File: config.mk
export PLATFORM = sky130hd
export DESIGN_NAME = macc_control
export DESIGN_NICKNAME = d
export VERILOG_FILES = /design/src/hdl/macc_pkg.sv /design/src/hdl/mac_sequencer.sv /design/src/hdl/strobe_align.sv /design/src/hdl/macc_unit.sv /design/src/hdl/macc_control.sv
export SDC_FILE = /design/constraint.sdc
export NUM_CORES = 1
export LEC_CHECK = 0
export BUFFER_PORTS_ARGS = -buffer_cell sky130_fd_sc_hd__buf_2
export CORE_MARGIN = 1
export CORE_UTILIZATION = 65
export DETAILED_ROUTE_END_ITERATION = 16
export PLACE_DENSITY = 0.86
export SETUP_SLACK_MARGIN = 0.02
export SLEW_MARGIN = 20
export SYNTH_ARGS = -nofsm -noshare
export SYNTH_HDL_FRONTEND = slang
export SYNTH_HIERARCHICAL = 1
export SYNTH_SLANG_ARGS = --single-unit
File: constraint.sdc
create_clock -name clk -period 14.4 [get_ports clk]
set_input_delay 0 -clock clk [delete_from_list [all_inputs] [get_ports clk]]
set_output_delay 0 -clock clk [all_outputs]
set_load 0.01 [all_outputs]
File: src/hdl/macc_pkg.sv
/* widths, vector types and sequencer state encoding
   shared by the mac processing element */
package macc_pkg;

  // ----------------------------------------
  // widths
  // ----------------------------------------
  localparam int DATA_WIDTH  = 16;                         // operand width
  localparam int LEN_WIDTH   = 4;                          // conv length / step index
  localparam int FILT_WIDTH  = 4;                          // filter count / filter index
  localparam int OUT_WIDTH   = 2 * DATA_WIDTH + LEN_WIDTH; // accumulator, 36 bits
  localparam int PAD_LATENCY = 2;                          // index to pad data, cycles

  // ----------------------------------------
  // vector types
  // ----------------------------------------
  typedef logic [DATA_WIDTH-1:0] data_t;  // operand or psum input
  typedef logic [OUT_WIDTH-1:0]  acc_t;   // accumulator and result
  typedef logic [LEN_WIDTH-1:0]  len_t;   // step index, conv length
  typedef logic [FILT_WIDTH-1:0] filt_t;  // filter index, filter count

  // sequencer states
  typedef enum logic [2:0] {
    ST_IDLE      = 3'b000,
    ST_MUL_RUN   = 3'b001,  // one mac step per cycle
    ST_MUL_WAIT  = 3'b011,  // last product still in flight
    ST_MUL_END   = 3'b010,  // filter sum ready
    ST_MUL_CYCLE = 3'b110,  // next filter or back to idle
    ST_ACC_RUN   = 3'b101,  // external plus internal psum per entry
    ST_ACC_END   = 3'b100
  } mac_state_e;

endpackage

File: src/hdl/mac_sequencer.sv
`timescale 1ns/1ns

/* state machine and index counters for convolution and accumulate modes,
   decoded into pad enables and step strobes */
module mac_sequencer
  import macc_pkg::*;
(
  input  logic  clk,
  input  logic  rst,
  input  len_t  conv_len,         // mac steps per filter
  input  filt_t filter_num,       // filters, or psum entries in acc mode
  input  logic  mac_begin,
  input  logic  acc_begin,
  output logic  mul_enable_flag,  // cnt_a/cnt_b valid for weight and ifmap pads
  output logic  acc_enable_flag,  // cnt_a valid for psum pads
  output len_t  cnt_a,            // step index, or entry index in acc mode
  output filt_t cnt_b,            // filter index
  output logic  add_step,
  output logic  clear_step,
  output logic  sum_step,
  output logic  mac_done,
  output logic  acc_done
);

  mac_state_e state;
  mac_state_e state_nxt;

  logic start_mul;
  logic start_acc;
  logic last_step;
  logic last_filt;
  logic last_entry;

  // a begin only counts when the other one is low
  assign start_mul = mac_begin & ~acc_begin;
  assign start_acc = acc_begin & ~mac_begin;

  assign last_step  = (cnt_a == conv_len - len_t'(1));
  assign last_filt  = (cnt_b == filter_num - filt_t'(1));
  assign last_entry = (filt_t'(cnt_a) == filter_num - filt_t'(1));

  // ----------------------------------------
  // state register and next state
  // ----------------------------------------
  always_ff @(posedge clk or posedge rst) begin
    if (rst) begin
      state <= ST_IDLE;
    end else begin
      state <= state_nxt;
    end
  end

  always_comb begin
    state_nxt = state;
    case (state)
      ST_IDLE: begin
        if (start_mul) begin
          state_nxt = ST_MUL_RUN;
        end else if (start_acc) begin
          state_nxt = ST_ACC_RUN;
        end
      end
      ST_MUL_RUN: begin
        if (last_step) begin
          state_nxt = ST_MUL_WAIT;
        end
      end
      ST_MUL_WAIT:  state_nxt = ST_MUL_END;
      ST_MUL_END:   state_nxt = ST_MUL_CYCLE;
      ST_MUL_CYCLE: state_nxt = last_filt ? ST_IDLE : ST_MUL_RUN;
      ST_ACC_RUN: begin
        if (last_entry) begin
          state_nxt = ST_ACC_END;
        end
      end
      ST_ACC_END:   state_nxt = ST_IDLE;
      default:      state_nxt = ST_IDLE;
    endcase
  end

  // ----------------------------------------
  // index counters
  // ----------------------------------------
  always_ff @(posedge clk or posedge rst) begin
    if (rst) begin
      cnt_a <= '0;
      cnt_b <= '0;
    end else begin
      case (state)
        ST_IDLE: begin
          cnt_a <= '0;
          cnt_b <= '0;
        end
        ST_MUL_RUN: begin
          if (!last_step) begin
            cnt_a <= cnt_a + len_t'(1);  // held on the last step
          end
        end
        ST_MUL_CYCLE: begin
          cnt_a <= '0;
          cnt_b <= last_filt ? '0 : cnt_b + filt_t'(1);
        end
        ST_ACC_RUN: begin
          if (!last_entry) begin
            cnt_a <= cnt_a + len_t'(1);
          end
        end
        ST_ACC_END: begin
          cnt_a <= '0;
        end
        default: begin
          cnt_a <= cnt_a;  // wait and end hold the indices
          cnt_b <= cnt_b;
        end
      endcase
    end
  end

  // ----------------------------------------
  // enables and step strobes
  // ----------------------------------------
  assign mul_enable_flag = (state == ST_MUL_RUN);
  assign acc_enable_flag = (state == ST_ACC_RUN);

  assign add_step   = (state == ST_MUL_RUN);
  assign clear_step = (state == ST_IDLE) || (state == ST_MUL_CYCLE) ||
                      (state == ST_ACC_END);
  assign sum_step   = (state == ST_ACC_RUN);
  assign mac_done   = (state == ST_MUL_END);
  assign acc_done   = (state == ST_ACC_END);  // mul wait decodes to hold

endmodule

File: src/hdl/strobe_align.sv
`timescale 1ns/1ns

/* delay line for the five step strobes, matching pad read latency
   plus the operand register stage */
module strobe_align
  import macc_pkg::*;
#(
  parameter int DEPTH = PAD_LATENCY + 1  // 1 or more
)
(
  input  logic clk,
  input  logic rst,
  input  logic add_step,
  input  logic clear_step,
  input  logic sum_step,
  input  logic mac_done,
  input  logic acc_done,
  output logic add_d,
  output logic clear_d,
  output logic sum_d,
  output logic mac_finish_flag,
  output logic acc_finish_flag
);

  localparam int NUM_STROBES = 5;

  logic [NUM_STROBES-1:0] strobe_in;
  logic [NUM_STROBES-1:0] pipe [DEPTH];  // stage 0 nearest the sequencer

  assign strobe_in = {add_step, clear_step, sum_step, mac_done, acc_done};

  always_ff @(posedge clk or posedge rst) begin
    if (rst) begin
      for (int i = 0; i < DEPTH; i++) begin
        pipe[i] <= '0;
      end
    end else begin
      pipe[0] <= strobe_in;
      for (int i = 1; i < DEPTH; i++) begin
        pipe[i] <= pipe[i-1];
      end
    end
  end

  assign {add_d, clear_d, sum_d, mac_finish_flag, acc_finish_flag} = pipe[DEPTH-1];

endmodule

File: src/hdl/macc_unit.sv
`timescale 1ns/1ns

/* operand registers, unsigned multiplier, psum adder and accumulator,
   plus the psum store flag */
module macc_unit
  import macc_pkg::*;
(
  input  logic  clk,
  input  logic  rst,
  input  logic  add_d,            // accumulate registered product
  input  logic  clear_d,          // zero the accumulator
  input  logic  sum_d,            // load external plus internal psum
  input  logic  mac_finish_flag,
  input  data_t weight_in,
  input  data_t ifmap_in,
  input  data_t external_psum,
  input  data_t internal_psum,
  output acc_t  accum_out,
  output logic  psum_store_flag
);

  data_t weight_q;
  data_t ifmap_q;
  data_t ext_psum_q;
  data_t int_psum_q;

  logic [2*DATA_WIDTH-1:0] product;
  acc_t                    psum_sum;
  acc_t                    accum;
  logic                    sum_store_q;  // one cycle after a psum load

  // ----------------------------------------
  // operand registers, loaded every cycle
  // ----------------------------------------
  always_ff @(posedge clk) begin
    weight_q   <= weight_in;
    ifmap_q    <= ifmap_in;
    ext_psum_q <= external_psum;
    int_psum_q <= internal_psum;
  end

  assign product  = weight_q * ifmap_q;                  // unsigned 16x16
  assign psum_sum = acc_t'(ext_psum_q) + acc_t'(int_psum_q);

  // ----------------------------------------
  // accumulator
  // ----------------------------------------
  always_ff @(posedge clk or posedge rst) begin
    if (rst) begin
      accum       <= '0;
      sum_store_q <= 1'b0;
    end else begin
      sum_store_q <= sum_d;
      if (clear_d) begin
        accum <= '0;
      end else if (add_d) begin
        accum <= accum + acc_t'(product);
      end else if (sum_d) begin
        accum <= psum_sum;
      end
    end
  end

  assign accum_out       = accum;
  assign psum_store_flag = sum_store_q | mac_finish_flag;  // both modes

endmodule

File: src/hdl/macc_control.sv
`timescale 1ns/1ns

/* top of the mac processing element, sequencer, strobe delay line
   and mac datapath */
module macc_control
  import macc_pkg::*;
#(
  parameter int PAD_LATENCY = macc_pkg::PAD_LATENCY  // index to pad data, cycles
)
(
  input  logic  clk,
  input  logic  rst,
  input  len_t  conv_len,
  input  filt_t filter_num,
  input  logic  mac_begin,
  input  logic  acc_begin,
  input  data_t weight_in,
  input  data_t ifmap_in,
  input  data_t external_psum,
  input  data_t internal_psum,
  output logic  mul_enable_flag,
  output logic  acc_enable_flag,
  output logic  mac_finish_flag,
  output logic  acc_finish_flag,
  output logic  psum_store_flag,
  output len_t  cnt_a,
  output filt_t cnt_b,
  output acc_t  accum_out
);

  // sequencer strobes, undelayed
  logic add_step;
  logic clear_step;
  logic sum_step;
  logic mac_done;
  logic acc_done;

  // strobes lined up with registered operands
  logic add_d;
  logic clear_d;
  logic sum_d;

  // ----------------------------------------
  // control
  // ----------------------------------------
  mac_sequencer i_sequencer (
    .clk             (clk),
    .rst             (rst),
    .conv_len        (conv_len),
    .filter_num      (filter_num),
    .mac_begin       (mac_begin),
    .acc_begin       (acc_begin),
    .mul_enable_flag (mul_enable_flag),
    .acc_enable_flag (acc_enable_flag),
    .cnt_a           (cnt_a),
    .cnt_b           (cnt_b),
    .add_step        (add_step),
    .clear_step      (clear_step),
    .sum_step        (sum_step),
    .mac_done        (mac_done),
    .acc_done        (acc_done)
  );

  strobe_align #(
    .DEPTH (PAD_LATENCY + 1)  // pads plus operand register
  ) i_strobe_align (
    .clk             (clk),
    .rst             (rst),
    .add_step        (add_step),
    .clear_step      (clear_step),
    .sum_step        (sum_step),
    .mac_done        (mac_done),
    .acc_done        (acc_done),
    .add_d           (add_d),
    .clear_d         (clear_d),
    .sum_d           (sum_d),
    .mac_finish_flag (mac_finish_flag),
    .acc_finish_flag (acc_finish_flag)
  );

  // ----------------------------------------
  // datapath
  // ----------------------------------------
  macc_unit i_macc_unit (
    .clk             (clk),
    .rst             (rst),
    .add_d           (add_d),
    .clear_d         (clear_d),
    .sum_d           (sum_d),
    .mac_finish_flag (mac_finish_flag),
    .weight_in       (weight_in),
    .ifmap_in        (ifmap_in),
    .external_psum   (external_psum),
    .internal_psum   (internal_psum),
    .accum_out       (accum_out),
    .psum_store_flag (psum_store_flag)
  );

endmodule

Yosys cells after proc, flatten, opt, wreduce, memory -nomap -nowiden
Index checks and enable logic that the tools add are counted.
{"block": "totals", "regBits": 127, "inputBits": 76, "output_inout_bits": 49, "word_cells": 61}
{"block": "op_classes", "add_sub_neg": 6, "multipliers": 1, "n_eq_ne": 14, "n_mux": 14, "bitwise": 5, "n_reduce_logical": 9}
{"operator": "$mux 36", "n": 3}
{"operator": "$add 36x32->36", "n": 1}
{"operator": "$mul 16x16->32", "n": 1}
{"operator": "$pmux 3 s6", "n": 1}
{"operator": "$add 16x16->17", "n": 1}
{"operator": "$eq 4x4->1", "n": 3}
{"operator": "$mux 3", "n": 4}
{"operator": "$mux 4", "n": 3}
{"operator": "$pmux 4 s3", "n": 1}
{"operator": "$eq 3x3->1 const B", "n": 3}
{"operator": "$add 4x1->4 const B", "n": 2}
{"operator": "$pmux 4 s2", "n": 1}
{"operator": "$sub 4x1->4 const B", "n": 2}
{"operator": "$eq 3x2->1 const B", "n": 2}
{"operator": "$reduce_and 3->1", "n": 2}
{"operator": "$reduce_bool 3->1", "n": 2}
{"operator": "$ne 2x1->1 const B", "n": 2}
{"operator": "$ne 2x2->1 const B", "n": 2}
{"operator": "$eq 3x1->1 const B", "n": 1}
{"operator": "$logic_not 3->1", "n": 1}
{"operator": "$ne 3x1->1 const B", "n": 1}
{"operator": "$reduce_or 3->1", "n": 1}
{"operator": "$and 1x1->1", "n": 2}
{"operator": "$logic_or 1x1->1", "n": 2}
{"operator": "other kinds (4)", "n": 5}

Logic depth before layout (Yosys ltp)
{"block": "depth", "word_depth": 5, "depth_mapped": 23, "mapped_depth_nobuf": 22}

Hierarchy
The synthesis kept the hierarchy.
{"module": "macc_unit", "n_inst": 1, "cells_each": 1487, "area_each_um2": 13386.6, "seq_area_each_um2": 2207.1}
{"module": "mac_sequencer", "n_inst": 1, "cells_each": 101, "area_each_um2": 945.9, "seq_area_each_um2": 275.3}
{"module": "strobe_align", "n_inst": 1, "cells_each": 16, "area_each_um2": 379.1, "seq_area_each_um2": 375.4}

Worst setup path after synthesis
OpenSTA, ideal clock, no wires.
{"block": "synth_path", "path_kind": "register to register", "startpoint": "reg i_macc_unit.ifmap_q[1]", "endpoint": "reg i_macc_unit.accum[34] (netlist: i_macc_unit/accum_out[34])", "setup_ns": 0.135, "arrival_time_ns": 5.592, "required_ns": 14.265, "path_slack_ns": 8.673, "path_stages_with_launch": 21, "n_path_buf": 1, "period_less_slack_ns": 5.727, "path_cell_list": "dfxtp_1 > clkbuf_1 > nand2_1 > fa_1 > fa_1 > fa_1 > fa_1 > inv_1 > fa_1 > inv_1 > fa_1 > inv_1 > ha_1 > and2_1 > a221oi_1 > o21ai_0 > o31ai_1 > a21oi_2 > a211oi_1 > xor2_1 > o21ai_0"}
{"block": "synth_between", "elab_chain_len": 4}
{"item": "start: declaration", "line_no": "macc_unit.sv:23", "rtl": "data_t ifmap_q;"}
{"item": "start signal: assignment", "line_no": "macc_unit.sv:37", "rtl": "ifmap_q <= ifmap_in;"}
{"item": "$mul 16x16->32", "line_no": "macc_unit.sv:42", "rtl": "assign product = weight_q * ifmap_q;"}
{"item": "$add 36x32->36", "line_no": "macc_unit.sv:57", "rtl": "accum <= accum + acc_t'(product);"}
{"item": "$mux 36", "line_no": "macc_unit.sv:56", "rtl": "end else if (add_d) begin"}
{"item": "$mux 36", "line_no": "macc_unit.sv:54", "rtl": "if (clear_d) begin"}
{"item": "end signal: assignment", "line_no": "macc_unit.sv:57"}
{"item": "end signal: assignment", "line_no": "macc_unit.sv:59", "rtl": "accum <= psum_sum;"}
{"item": "end: declaration", "line_no": "macc_unit.sv:29", "rtl": "acc_t accum;"}
Every way passes these cells.
A chain may end at the register's enable or synchronous reset.

Final worst setup path
{"block": "layout_path", "startpoint": "reg i_macc_unit.weight_q[10]", "endpoint": "reg i_macc_unit.accum[30] (netlist: i_macc_unit/accum_out[30])"}
{"block": "layout_between", "elab_chain_len": 4}
{"item": "start: declaration", "line_no": "macc_unit.sv:22", "rtl": "data_t weight_q;"}
{"item": "start signal: assignment", "line_no": "macc_unit.sv:36", "rtl": "weight_q <= weight_in;"}
{"item": "$mul 16x16->32", "line_no": "macc_unit.sv:42"}
{"item": "$add 36x32->36", "line_no": "macc_unit.sv:57"}
{"item": "$mux 36", "line_no": "macc_unit.sv:56"}
{"item": "$mux 36", "line_no": "macc_unit.sv:54"}
Every way passes these cells.

==> impl_metrics.py <==
metrics = {
    "cts": {
        "cts_resized": 0,
        "clkTransAtPathRegs_ns": 0.06,
        "cts_setup_buffers": 0,
        "htree_levels": 4,
        "cts_buffers": 17,
        "ctsLongestPathBuffers": 2,
        "cts_tree": "built",
        "hold_buffers": 65,
        "clkSinkCount": 127,
        "root_buffer": "clkbuf_16",
        "clk_latency_ns": 0.43,
    },
    "synth": {
        "yosys.cell_count.top_type": "inv_1",
        "synth_nets": 2038,
        "synth_ff_type": "dfxtp_1",
        "yosys.area.top_type": "fa_1",
        "avgSynthCellArea_um2": 9.17,
        "syn_inst": 1604,
        "synth.distinct_cells": 75,
        "netlist_area_um2": 14700,
        "ys_top_cells_by_count": "361 x inv_1, 227 x fa_1, 191 x nand2_1",
        "ys_seq_area_frac": 0.194,
        "ys_async_sr_fraction": 0.496,
        "synth-edff-count": 0,
        "synth_area_leaders": "fa_1 31%, ha_1 11%, dfrtp_1 11%, inv_1 9.2%, dfxtp_1 8.7%",
        "synth_seq_cells": 127,
        "synth_top_area_share": 0.309,
        "yosysWarnings": 6,
    },
    "timing": {
        "slew_viol_final": 0,
        "skew_ns": 0.0159,
        "finalCriticalPeriod_ns": 6.55,
        "max_freq_mhz": 153,
        "setup_violations": 0,
        "relSlewSlack": 0.329,
        "tightestPinTransition_ns": 1.01,
        "fin_crit_sh": 0.455,
        "setup_ws_ns": 7.85,
        "rsz0062_at_grt": "no",
        "fin_setup_tns_ns": 0,
        "hold_viol_final": 0,
    },
    "setup_path": {
        "crit_path_end_kind": "flop",
        "worst-r2r-cell-count": 19,
        "cp.depth": 19,
        "reg2reg_to": "i_macc_unit/accum_out[30]",
        "cpLargestDelayFamily": "adder cells",
        "crit_type": "reg2reg",
        "cp_num_buf_inv": 3,
        "worstPathMaxFanout": 16,
        "cpPeakStageDelay_ns": 0.78,
        "required_ns": 14.76,
        "cp_data_arrival_time_ns": 6.91,
        "reg2reg_from": "i_macc_unit/weight_q[10]",
        "critPathLaunch": "i_macc_unit/weight_q[10]",
        "endpoint": "i_macc_unit/accum_out[30]",
        "cp-start-kind": "flop",
        "cp_cell_sequence": "nand2_1, fa_1, fa_1, fa_1, fa_1, inv_1, fa_1, inv_1, fa_1, inv_1, ha_1, and3_1, nand2_1, a211oi_2, o31ai_1, a21oi_2, a21oi_1, or4_1, nand3_1",
        "r2r_slack_ns": 7.85,
        "crit_slowest_cell": "dfxtp_1",
        "crit_top_cell": "fa_1",
    },
    "floorplanning": {
        "start_util": 0.668,
        "pin_count": 125,
        "die_w_um": 152,
        "core_area_um2": 22000,
        "dieArea_um2": 23200,
        "die_h_um": 152,
        "rows": 54,
    },
    "run": {
        "cap_violations": 0,
    },
    "placement": {
        "gp_congestion": 0.939,
        "hpwlAfterDp_um": 27300,
        "placed_area_um2": 15400,
        "port_buffers": 124,
        "post-place-ws_ns": 8.03,
    },
    "detailed_routing": {
        "drt-total-wl_um": 37700,
        "drt_iter0_drc": 972,
        "antenna_left": 0,
        "dr.pass1.iters": 14,
        "post_drt_wl_per_cell_um": 18.4,
        "drc_errors": 2,
        "vias": 11700,
        "viasPerCell": 5.70,
    },
    "layout": {
        "area_growth_pct": 13.3,
        "finalNetCount": 2188,
        "fin_area_um2": 16700,
        "antennaDiodeCount": 0,
        "drive_gt1_frac": 0.104,
    },
    "global_route": {
        "grt_pass1_wl_um": 64100,
        "grt_max_degree": 38,
        "grt_pass1_vias": 12600,
        "antenna_found_initial": 0,
        "grt-ovfl-total": 0,
        "gr-usage-all-layers": 0.351,
    },
    "status": {
        "status": "finished, violations left",
        "violations": "DRC",
    },
    "min_path": {
        "worstHoldPathType": "in2reg",
    },
}
area by class of cell:
type / instances / area, um2
fillers: 1431 / 5360
inverters: 361 / 1360
flip-flops and latches: 127 / 2860
repair buffers: 191 / 1290
multi-input cells: 1056 / 10200
clock buffers: 18 / 429
clock inverters: 14 / 148
well taps: 280 / 350
layout by cell type, fill, tap and decap left out, types with 4 or more instances in the layout:
cell type,n
nor3b_1,4
nor3_1,15
dlygate4sd3_1,65
fa_1,227
inv_6,4
o211ai_1,7
a21o_1,16
o21ai_1,5
or3_1,6
nand2_1,191
a221oi_1,8
a21oi_1,53
xnor2_1,37
xor2_1,17
inv_8,4
inv_1,361
mux2i_1,4
o21bai_1,12
o21a_1,7
nand4_1,9
dfxtp_1,64
nor2_1,51
a31oi_1,5
and2_1,122
clkbuf_16,17
o21ai_0,41
nor2b_1,6
a211oi_1,9
ha_1,131
nand3_1,10
dfrtp_1,63
buf_2,124
worst min path at each step:
stage / slack (ns) / to / cells after the start / start
final: 0.05 / i_sequencer/state[2] / 4 / mac_begin
after global routing: 0.06 / i_sequencer/state[2] / 4 / mac_begin
after CTS: 0.04 / i_sequencer/state[2] / 4 / mac_begin
after detailed placement: 0.05 / i_sequencer/cnt_b[2] / 2 / rst
after global placement: 0.04 / i_sequencer/cnt_b[2] / 2 / rst
after floorplan: -0.15 / i_sequencer/cnt_a[0] / 1 / rst
metal layers:
layer	vias to the layer above	track usage	wire [um]	share of wire
met5	-	0	0	0
met1	5742	0.451	14900	0.40
li1	5226	-	-	-
met3	114	0.0791	3170	0.084
met4	0	0.134	1260	0.033
met2	591	0.584	18400	0.49
worst min-delay path, cell delays in order:
cell	delay, ns
buf_2	0.08
ha_1	0.12
o21ai_0	0.08
a21o_1	0.15
cells by family (layout without fill, tap and decap cells):
| family | after synthesis | count (layout) | synth area share |
|---|---|---|---|
| simple gates | 434 | 434 | 0.143 |
| buf+inv | 421 | 584 | 0.110 |
| fa+ha+maj | 358 | 358 | 0.420 |
| compound gates | 204 | 204 | 0.0953 |
| flops | 127 | 127 | 0.194 |
| xor+xnor | 55 | 55 | 0.0333 |
| mux | 5 | 5 | 0.00349 |
sequential cells by signal, summed over array words and instances, names as in the netlist:
register	flops
i_macc_unit/accum_out	36
i_macc_unit/ext_psum_q	16
i_macc_unit/ifmap_q	16
i_macc_unit/int_psum_q	16
i_macc_unit/sum_store_q	1
i_macc_unit/weight_q	16
i_sequencer/cnt_a	4
i_sequencer/cnt_b	4
i_sequencer/state	3
i_strobe_align/acc_finish_flag	1
i_strobe_align/add_d	1
i_strobe_align/clear_d	1
i_strobe_align/mac_finish_flag	1
i_strobe_align/pipe	10
i_strobe_align/sum_d	1
stage by stage:
stage / std cells / util / hold slack [ns]
6_report: 2047 / 0.756 / 0.0463
3_5_place_dp: 1950 / 0.701 / 0.0505
5_1_grt: 2047 / 0.756 / 0.0620
3_3_place_gp: 1950 / 0.701 / 0.0411
4_1_cts: 2047 / 0.756 / 0.0386
2_1_floorplan: 1604 / - / -0.148
Power is not shown: default switching activity piles up to over one toggle a cycle in this logic, so the estimate is an artifact.
